$ cat src/odt_pkg.sv
// odt generator package with sizes, memory type codes and latency offsets
package odt_pkg;

    // geometry
    localparam int CHIP_COUNT = 4;                      // one-hot chip selects from the arbiter
    localparam int ODT_WIDTH = 4;                       // odt pins on the afi
    localparam int MAP_WIDTH = CHIP_COUNT * ODT_WIDTH;  // flattened per-chip odt map
    localparam int PIN_SEL_WIDTH = $clog2(ODT_WIDTH);   // index of one odt pin

    // configuration field widths
    localparam int TYPE_WIDTH = 3;
    localparam int LAT_WIDTH = 4;                       // tcl and cwl
    localparam int AL_WIDTH = 3;                        // additive latency
    localparam int BL_WIDTH = 5;                        // burst length, 4 or 8 in practice

    // memory type codes, anything else gives no odt
    localparam logic [TYPE_WIDTH-1:0] MEM_TYPE_DDR2 = 3'd1;
    localparam logic [TYPE_WIDTH-1:0] MEM_TYPE_DDR3 = 3'd2;

    // timer sizes
    localparam int DELAY_DEPTH = 32;                    // stages per delay line
    localparam int DELAY_WIDTH = 5;                     // enough to index every stage
    localparam int WIN_WIDTH = 4;                       // window width and window counter

    // latency sums carry one spare bit so tcl + al cannot wrap
    localparam int LAT_SUM_WIDTH = DELAY_WIDTH + 1;

    // subtracted from the latency sums to give the delay line tap
    localparam logic [LAT_SUM_WIDTH-1:0] DDR3_WR_OFS = 6'd2;   // cwl + al - 2
    localparam logic [LAT_SUM_WIDTH-1:0] DDR3_RD_OFS = 6'd2;   // tcl + al - 2
    localparam logic [LAT_SUM_WIDTH-1:0] DDR2_WR_OFS = 6'd4;   // tcl + al - 4
    localparam logic [LAT_SUM_WIDTH-1:0] DDR2_RD_OFS = 6'd3;   // tcl + al - 3

    // window is half the burst plus two clocks of guard
    localparam logic [BL_WIDTH-1:0] WIN_PAD = 5'd2;

endpackage
$ cat src/odt_req_if.sv
// odt request bus from the target decoder to every pin timer
`timescale 1ns/1ps

interface odt_req_if;
    import odt_pkg::*;

    logic [ODT_WIDTH-1:0]   wr_hit;     // write strobe, one bit per odt pin
    logic [ODT_WIDTH-1:0]   rd_hit;     // read strobe, one bit per odt pin
    logic [DELAY_WIDTH-1:0] wr_delay;   // clocks from write strobe to window open
    logic [DELAY_WIDTH-1:0] rd_delay;   // clocks from read strobe to window open
    logic [WIN_WIDTH-1:0]   win_width;  // clocks the window stays open

    // decoder side drives everything
    modport source (
        output wr_hit,
        output rd_hit,
        output wr_delay,
        output rd_delay,
        output win_width
    );

    // pin timers only look
    modport sink (
        input wr_hit,
        input rd_hit,
        input wr_delay,
        input rd_delay,
        input win_width
    );

endinterface

$ cat src/odt_gen_top.sv
// odt generator top, decodes arbiter commands into timed odt windows on the afi
`timescale 1ns/1ps

module odt_gen_top (
    input  logic                           ctl_clk_i,
    input  logic                           rst_n_i,
    input  logic [odt_pkg::TYPE_WIDTH-1:0] cfg_type_i,
    input  logic [odt_pkg::LAT_WIDTH-1:0]  cfg_tcl_i,
    input  logic [odt_pkg::LAT_WIDTH-1:0]  cfg_cwl_i,
    input  logic [odt_pkg::AL_WIDTH-1:0]   cfg_al_i,
    input  logic [odt_pkg::BL_WIDTH-1:0]   cfg_burst_length_i,
    input  logic [odt_pkg::MAP_WIDTH-1:0]  cfg_write_odt_map_i,
    input  logic [odt_pkg::MAP_WIDTH-1:0]  cfg_read_odt_map_i,
    input  logic                           cfg_output_regd_i,
    input  logic                           do_write_i,
    input  logic                           do_read_i,
    input  logic [odt_pkg::CHIP_COUNT-1:0] to_chip_i,      // one-hot
    output logic [odt_pkg::ODT_WIDTH-1:0]  afi_odt_o
);
    import odt_pkg::*;

    logic [ODT_WIDTH-1:0] pin_win;   // raw window per pin, before the afi flops

    odt_req_if req_bus ();

    odt_target_decode i_decode (
        .cfg_type_i          (cfg_type_i),
        .cfg_tcl_i           (cfg_tcl_i),
        .cfg_cwl_i           (cfg_cwl_i),
        .cfg_al_i            (cfg_al_i),
        .cfg_burst_length_i  (cfg_burst_length_i),
        .cfg_write_odt_map_i (cfg_write_odt_map_i),
        .cfg_read_odt_map_i  (cfg_read_odt_map_i),
        .do_write_i          (do_write_i),
        .do_read_i           (do_read_i),
        .to_chip_i           (to_chip_i),
        .req                 (req_bus.source)
    );

    // one timer per odt pin, each picks its own strobe bit
    for (genvar p = 0; p < ODT_WIDTH; p++)
    begin : g_pin
        odt_pin_timer i_timer (
            .ctl_clk_i (ctl_clk_i),
            .rst_n_i   (rst_n_i),
            .req       (req_bus.sink),
            .pin_sel_i (PIN_SEL_WIDTH'(p)),
            .win_o     (pin_win[p])
        );
    end

    odt_output_stage i_out (
        .ctl_clk_i         (ctl_clk_i),
        .rst_n_i           (rst_n_i),
        .cfg_output_regd_i (cfg_output_regd_i),
        .win_i             (pin_win),
        .afi_odt_o         (afi_odt_o)
    );

endmodule

$ cat src/odt_output_stage.sv
// odt output stage, registers the pin windows onto the afi with an optional extra clock
`timescale 1ns/1ps

module odt_output_stage (
    input  logic                          ctl_clk_i,
    input  logic                          rst_n_i,
    input  logic                          cfg_output_regd_i,  // add one clock of latency
    input  logic [odt_pkg::ODT_WIDTH-1:0] win_i,
    output logic [odt_pkg::ODT_WIDTH-1:0] afi_odt_o
);
    import odt_pkg::*;

    logic [ODT_WIDTH-1:0] odt_r1;   // first stage, always present
    logic [ODT_WIDTH-1:0] odt_r2;   // second stage for slow afi paths

    always_ff @(posedge ctl_clk_i)
    begin
        if (!rst_n_i)
        begin
            odt_r1 <= '0;
            odt_r2 <= '0;
        end
        else
        begin
            odt_r1 <= win_i;
            odt_r2 <= odt_r1;
        end
    end

    // config is static, so switching stages does not glitch in service
    assign afi_odt_o = cfg_output_regd_i ? odt_r2 : odt_r1;

endmodule

$ cat src/odt_pin_timer.sv
// odt pin timer, delays the pin strobes and holds the termination window open
`timescale 1ns/1ps

module odt_pin_timer (
    input  logic                              ctl_clk_i,
    input  logic                              rst_n_i,
    odt_req_if.sink                           req,
    input  logic [odt_pkg::PIN_SEL_WIDTH-1:0] pin_sel_i,  // fixed per instance
    output logic                              win_o
);
    import odt_pkg::*;

    logic [DELAY_DEPTH-1:0] wr_line;     // bit k set means a write strobe k+1 clocks ago
    logic [DELAY_DEPTH-1:0] rd_line;     // same for reads
    logic [DELAY_WIDTH-1:0] wr_tap;
    logic [DELAY_WIDTH-1:0] rd_tap;
    logic                   wr_due;
    logic                   rd_due;
    logic [WIN_WIDTH-1:0]   win_cnt;     // clocks left in the open window
    logic [WIN_WIDTH-1:0]   cnt_dec;
    logic [WIN_WIDTH-1:0]   cnt_load;

    // strobe enters stage 0 at its own edge, so a delay of D reads stage D-1
    assign wr_tap = req.wr_delay - DELAY_WIDTH'(1);
    assign rd_tap = req.rd_delay - DELAY_WIDTH'(1);

    assign wr_due = wr_line[wr_tap];
    assign rd_due = rd_line[rd_tap];

    // count down to zero and stay there
    assign cnt_dec = (win_cnt != '0) ? win_cnt - WIN_WIDTH'(1) : '0;

    // a new window never cuts short one that is still open
    assign cnt_load = (cnt_dec > req.win_width) ? cnt_dec : req.win_width;

    always_ff @(posedge ctl_clk_i)
    begin
        if (!rst_n_i)
        begin
            wr_line <= '0;
            rd_line <= '0;
            win_cnt <= '0;
        end
        else
        begin
            // any number of commands can ride the lines at once
            wr_line <= {wr_line[DELAY_DEPTH-2:0], req.wr_hit[pin_sel_i]};
            rd_line <= {rd_line[DELAY_DEPTH-2:0], req.rd_hit[pin_sel_i]};

            if (wr_due || rd_due)
            begin
                win_cnt <= cnt_load;     // read and write landing together open one window
            end
            else
            begin
                win_cnt <= cnt_dec;
            end
        end
    end

    assign win_o = (win_cnt != '0);

endmodule

$ cat src/odt_target_decode.sv
// odt target decode, picks the pin masks for the addressed chip and derives window timing
`timescale 1ns/1ps

module odt_target_decode (
    input  logic [odt_pkg::TYPE_WIDTH-1:0] cfg_type_i,
    input  logic [odt_pkg::LAT_WIDTH-1:0]  cfg_tcl_i,
    input  logic [odt_pkg::LAT_WIDTH-1:0]  cfg_cwl_i,
    input  logic [odt_pkg::AL_WIDTH-1:0]   cfg_al_i,
    input  logic [odt_pkg::BL_WIDTH-1:0]   cfg_burst_length_i,
    input  logic [odt_pkg::MAP_WIDTH-1:0]  cfg_write_odt_map_i,
    input  logic [odt_pkg::MAP_WIDTH-1:0]  cfg_read_odt_map_i,
    input  logic                           do_write_i,
    input  logic                           do_read_i,
    input  logic [odt_pkg::CHIP_COUNT-1:0] to_chip_i,     // one-hot
    odt_req_if.source                      req
);
    import odt_pkg::*;

    logic [ODT_WIDTH-1:0]     wr_map [CHIP_COUNT];   // per chip write odt pins
    logic [ODT_WIDTH-1:0]     rd_map [CHIP_COUNT];   // per chip read odt pins
    logic [ODT_WIDTH-1:0]     wr_mask;
    logic [ODT_WIDTH-1:0]     rd_mask;
    logic                     is_ddr2;
    logic                     is_ddr3;
    logic                     type_known;
    logic [LAT_SUM_WIDTH-1:0] cwl_sum;               // cwl + al
    logic [LAT_SUM_WIDTH-1:0] tcl_sum;               // tcl + al
    logic [LAT_SUM_WIDTH-1:0] wr_lat;
    logic [LAT_SUM_WIDTH-1:0] rd_lat;
    logic [BL_WIDTH-1:0]      half_bl;
    logic [BL_WIDTH-1:0]      win_sum;

    // chip c owns bits [c*ODT_WIDTH +: ODT_WIDTH] of each flattened map
    always_comb
    begin
        for (int c = 0; c < CHIP_COUNT; c++)
        begin
            wr_map[c] = cfg_write_odt_map_i[c*ODT_WIDTH +: ODT_WIDTH];
            rd_map[c] = cfg_read_odt_map_i[c*ODT_WIDTH +: ODT_WIDTH];
        end
    end

    // one-hot select, no chip selected means no pins
    always_comb
    begin
        wr_mask = '0;
        rd_mask = '0;
        for (int c = 0; c < CHIP_COUNT; c++)
        begin
            if (to_chip_i[c])
            begin
                wr_mask = wr_map[c];
                rd_mask = rd_map[c];
            end
        end
    end

    assign is_ddr2    = (cfg_type_i == MEM_TYPE_DDR2);
    assign is_ddr3    = (cfg_type_i == MEM_TYPE_DDR3);
    assign type_known = is_ddr2 | is_ddr3;        // other memories never terminate

    // strobes fan out per pin, read and write can both fire in one clock
    assign req.wr_hit = (do_write_i && type_known) ? wr_mask : '0;
    assign req.rd_hit = (do_read_i && type_known) ? rd_mask : '0;

    // latency sums, widened so al cannot overflow the add
    assign cwl_sum = LAT_SUM_WIDTH'(cfg_cwl_i) + LAT_SUM_WIDTH'(cfg_al_i);
    assign tcl_sum = LAT_SUM_WIDTH'(cfg_tcl_i) + LAT_SUM_WIDTH'(cfg_al_i);

    always_comb
    begin
        if (is_ddr2)
        begin
            wr_lat = tcl_sum - DDR2_WR_OFS;       // ddr2 write latency is rl - 1
            rd_lat = tcl_sum - DDR2_RD_OFS;
        end
        else
        begin
            wr_lat = cwl_sum - DDR3_WR_OFS;       // ddr3 uses cwl for writes
            rd_lat = tcl_sum - DDR3_RD_OFS;
        end
    end

    // valid configs keep these in 1..31
    assign req.wr_delay = wr_lat[DELAY_WIDTH-1:0];
    assign req.rd_delay = rd_lat[DELAY_WIDTH-1:0];

    // bl4 gives 4 clocks, bl8 gives 6
    assign half_bl       = cfg_burst_length_i >> 1;
    assign win_sum       = half_bl + WIN_PAD;
    assign req.win_width = win_sum[WIN_WIDTH-1:0];

endmodule

$ cat config.mk
export PLATFORM = sky130hd
export DESIGN_NAME = odt_gen_top
export DESIGN_NICKNAME = d
export VERILOG_FILES = /design/src/odt_pkg.sv /design/src/odt_req_if.sv /design/src/odt_gen_top.sv /design/src/odt_output_stage.sv /design/src/odt_pin_timer.sv /design/src/odt_target_decode.sv
export SDC_FILE = /design/constraint.sdc
export NUM_CORES = 1
export LEC_CHECK = 0
export BUFFER_PORTS_ARGS = -buffer_cell sky130_fd_sc_hd__buf_2
export CORE_ASPECT_RATIO = 1.4
export CORE_MARGIN = 2
export CORE_UTILIZATION = 38
export DETAILED_ROUTE_END_ITERATION = 10
export GPL_TIMING_DRIVEN = 0
export PLACE_DENSITY_LB_ADDON = 0.08
export REMOVE_ABC_BUFFERS = 1
export SYNTH_ARGS = -nofsm -noshare
export SYNTH_HDL_FRONTEND = slang
export SYNTH_SLANG_ARGS = --single-unit
$ cat constraint.sdc
create_clock -name ctl_clk_i -period 4.87 [get_ports ctl_clk_i]
set_clock_uncertainty 0.05 [all_clocks]
set_input_delay 0.2435 -clock ctl_clk_i [delete_from_list [all_inputs] [get_ports ctl_clk_i]]
set_output_delay 0.2435 -clock ctl_clk_i [all_outputs]
set_load 0.02 [all_outputs]
==> flow_summary_export.csv <==
group,metric,value,unit
detailed_routing,wl,28900,um
detailed_routing,drt_iter0_drc,410,
sta,timing.fmax,221,MHz
cts,clock_latency,0.56,ns
synthesis,synthSimpleGateAreaFrac,21.0,%
critical_path,r2r_slack,2.30,ns
synthesis,yosys_warnings,0,
cts,cts_sinks,280,
detailed_routing,wl_per_cell,17.3,um
finish,stdcell_area,14100,um2
finish,layout.cells.non_filler,1667,
synthesis,synth-edff-count,0,
die,die_w,156,um
finish,area_growth,13.9,%
critical_path,r2r-end,"g_pin[0].i_timer.win_cnt[0]$_SDFF_PN0_",
synthesis,yosysUniqueCellTypes,78,
cts,root_buffer,"clkbuf_16",
die,pin_count,64,
global_routing,grt_pass1_vias,8528,
detailed_routing,num_vias,8396,
synthesis,yosysSeqAreaShare,45.3,%
global_routing,grt_pass1_wl,45800,um
global_routing,grt_max_degree,163,
placed_design,place_inst,1599,
cts,cts_setup_buffers,0,
critical_path,cpMostUsedCell,"o21ai_0",
critical_path,cp-end-kind,"flop",
finish,fin_nets,1338,
critical_path,worstReg2RegStart,"g_pin[0].i_timer.win_cnt[1]$_SDFF_PN0_",
placed_design,numPortBuffers,62,
sta,setup_violations,0,
cts,cts.clk_slew.worst_paths,0.06,ns
placed_design,gp_congestion,0.787,
detailed_routing,ant_nets,0,
die,coreArea,32200,um2
sta,hold_violations,0,
synthesis,synth_top_family_by_area,"simple AND/OR/NAND/NOR gates",
sta,fin_crit_sh,92.8,%
detailed_routing,drt_pass1_iterations,4,
cts,cts_tree,"yes",
cts,cts_max_level,1,
sta,tns,0,ns
critical_path,startpoint,"cfg_al_i[0]",
critical_path,path_delay_family,"compound AO/OA/AOI/OAI gates",
synthesis,yosys.area.top_type,"dfxtp_1",
detailed_routing,drc,0,
critical_path,arrival,4.96,ns
global_routing,busiest_layer,"met2",
global_routing,grtUsageMet2,30.1,%
critical_path,crit_slowest_cell,"ha_4",
critical_path,cp_num_buf_inv,3,
sta,tightest_slew,1.32,ns
critical_path,critPathMaxFanout,24,
hold_path,holdPathStages,3,
synthesis,yosys.area_share.xor_xnor,1.62,%
synthesis,syn_area_per_cell,10.3,um2
pwr,total_power,0.00618,W
critical_path,cpPeakStageDelay,0.65,ns
sta,fin_crit,4.52,ns
synthesis,synth_fa_ha_area_share,3.66,%
outcome,status,"finished, final reports clean",
die,initial_core_util,38.4,%
die,rows,78,
global_routing,grt_overflow,0,
critical_path,path_cells,"buf_2 > ha_1 > nand4bb_1 > o21ai_4 > clkinv_2 > ha_4 > clkinv_1 > mux4_2 > mux2_2 > o21ai_0 > o21ai_0 > o31ai_4 > mux2i_1",
synthesis,synth_top_area_share,45.3,%
pwr,p_per_area,438,nW/um2
hold_path,hold_path_class,"in -> reg",
critical_path,critPathRequiredTime,5.31,ns
finish,layout-drive-gt1-share,14.3,%
placed_design,dp.final_hpwl,19300,um
synthesis,synth_cells,1200,
critical_path,path_class,"in -> reg",
die,die_h,217,um
synthesis,synth_area_leaders,"dfxtp_1, and2_1, mux2i_1",
die,die_area,34000,um2
sta,slew_headroom,10.3,%
synthesis,synth_top_flop_cell,"dfxtp_1",
detailed_routing,via_per_inst,5.04,
placed_design,placed_cell_area,13000,um2
finish,antenna_cells,0,
global_routing,met1_usage,21.1,%
finish,fin_util,43.7,%
cts,clockBufferDepth,3,
synthesis,synth_seq_cells,280,
synthesis,netlist_area,12400,um2
run,maxCapViolations,0,
global_routing,grt.total_usage,17.0,%
critical_path,start_kind,"input pin",
global_routing,antenna_found_initial,1,
sta,finalMaxSlewViolations,0,
global_routing,met3_usage,2.48,%
hold_path,min_from,"do_write_i",
pwr,ir_worst_vdd,215,uV
synthesis,synth_compound_area_share,8.25,%
sta,rsz0062_at_grt,"no",
synthesis,synthArstFlopShare,0,%
hold_path,min_to,"g_pin[3].i_timer.wr_line[0]$_SDFF_PN0_",
pwr,power.leakage,5.83,nW
critical_path,r2r_cells,12,
cts,cts_buffers,30,
synthesis,synthMuxAreaShare,16.5,%
[through the flow]
step           hold slack [ns]  setup slack, ns
6_report                0.0222            0.349
5_1_grt                 0.0276           0.0600
4_1_cts                 0.0211            0.144
3_5_place_dp             0.387            -1.51
3_3_place_gp             0.380            -4.24
2_1_floorplan            0.315            -1.49
[flip-flops by register name (all words and copies together) (netlist names)]
name and flops:
i_out.odt_r1 4, g_pin.i_timer.rd_line 128, g_pin.i_timer.wr_line 128, g_pin.i_timer.win_cnt 16
i_out.odt_r2 4
[cell usage in the layout (no fill, tap or decap), types with 5 or more instances in the layout]
master	count
nand2_1	80
nor2b_1	10
clkbuf_16	31
a22oi_1	14
nor3_1	13
clkbuf_1	13
mux2_1	9
mux2_2	13
xnor2_1	6
nor2_1	47
and2_1	254
o211ai_1	5
dfxtp_1	280
nand3_1	21
buf_2	61
mux2i_1	113
o22ai_1	8
nand2b_1	8
or2_2	5
o221ai_1	12
ha_1	31
and3_1	7
clkbuf_8	8
inv_1	23
mux4_2	26
dlygate4sd3_1	12
a21oi_1	33
or3_1	7
o21ai_0	20
[logic make-up (layout without fill, tap and decap cells)]
kind of cell / Yosys count / in the layout
xor gates and xnor gates: 15 / 15
AOI/OAI and AO/OA: 142 / 142
buffers and inverters: 94 / 161
DFF: 280 / 280
and+or+nand+nor: 467 / 467
muxes: 167 / 167
adders and majority gates: 35 / 35
[synthesized netlist by cell type (all sizes together) (2+ instances only)]
cell type	number
nand4	4
o311ai	4
xor2	3
nor3b	2
fa	2
o221ai	12
o31ai	2
and3	7
nand2b	8
a21oi	33
or3	7
or2	6
o22ai	8
xnor2	10
a41oi	3
mux4	26
and2	254
a21o	4
dfxtp	280
nor2b	10
o32ai	2
a22oi	15
a31oi	4
nor3	14
o211ai	5
a311oi	4
nand3	22
buf	27
mux2i	118
clkinv	2
nor2	48
clkbuf	41
nand2	80
ha	33
a221oi	3
o21a	2
mux2	23
o311a	2
xnor3	2
a211o	3
o21ai	25
or3b	2
inv	24
o31a	2
[timing repair]
item / 4_1_cts / 5_1_grt
hold buffers: 12 / 0
resized for setup: 5 / 2
setup endpoints to repair: 16 / 2
hold endpoints to repair: 8 / 0
[how the worst max path moves through the flow]
stage	cells after the start	to	slack, ns
floorplan	12	g_pin[0].i_timer.win_cnt[0]$_SDFF_PN0_	-1.49
global placement	13	g_pin[1].i_timer.win_cnt[3]$_SDFF_PN0_	-4.24
detailed placement	13	g_pin[1].i_timer.win_cnt[2]$_SDFF_PN0_	-1.51
CTS	14	g_pin[0].i_timer.win_cnt[2]$_SDFF_PN0_	0.14
global route	12	g_pin[0].i_timer.win_cnt[2]$_SDFF_PN0_	0.06
finish	13	g_pin[1].i_timer.win_cnt[2]$_SDFF_PN0_	0.35
[layer usage]
metal  share of wire, %  wire length [um]
met2                 50             14300
met1                 44             12800
met4                2.7               778
met3                3.2               925
met5              0.045                13
[cell type report]
type / count / area (um2)
Fill cell: 3102 / 18100
Inverter: 26 / 101
Multi-Input combinational cell: 826 / 6360
Clock inverter: 4 / 47.5
Clock buffer: 52 / 935
Tap cell: 400 / 500
Sequential cell: 280 / 5610
Timing Repair Buffer: 79 / 542
[power by group]
part	leakage, nW	internal (W)	switching (W)
logic	3.09	0.000622	0.000871
clock network	0.477	0.00134	0.000919
registers	2.26	0.00236	0.0000622
total	5.83	0.00433	0.00185
[tightest hold or removal path: stages]
cell	delay, ns
buf_2	0.08
nand2_1	0.14
nor2_1	0.13
No activity file was read; power rests on OpenSTA's default activity.
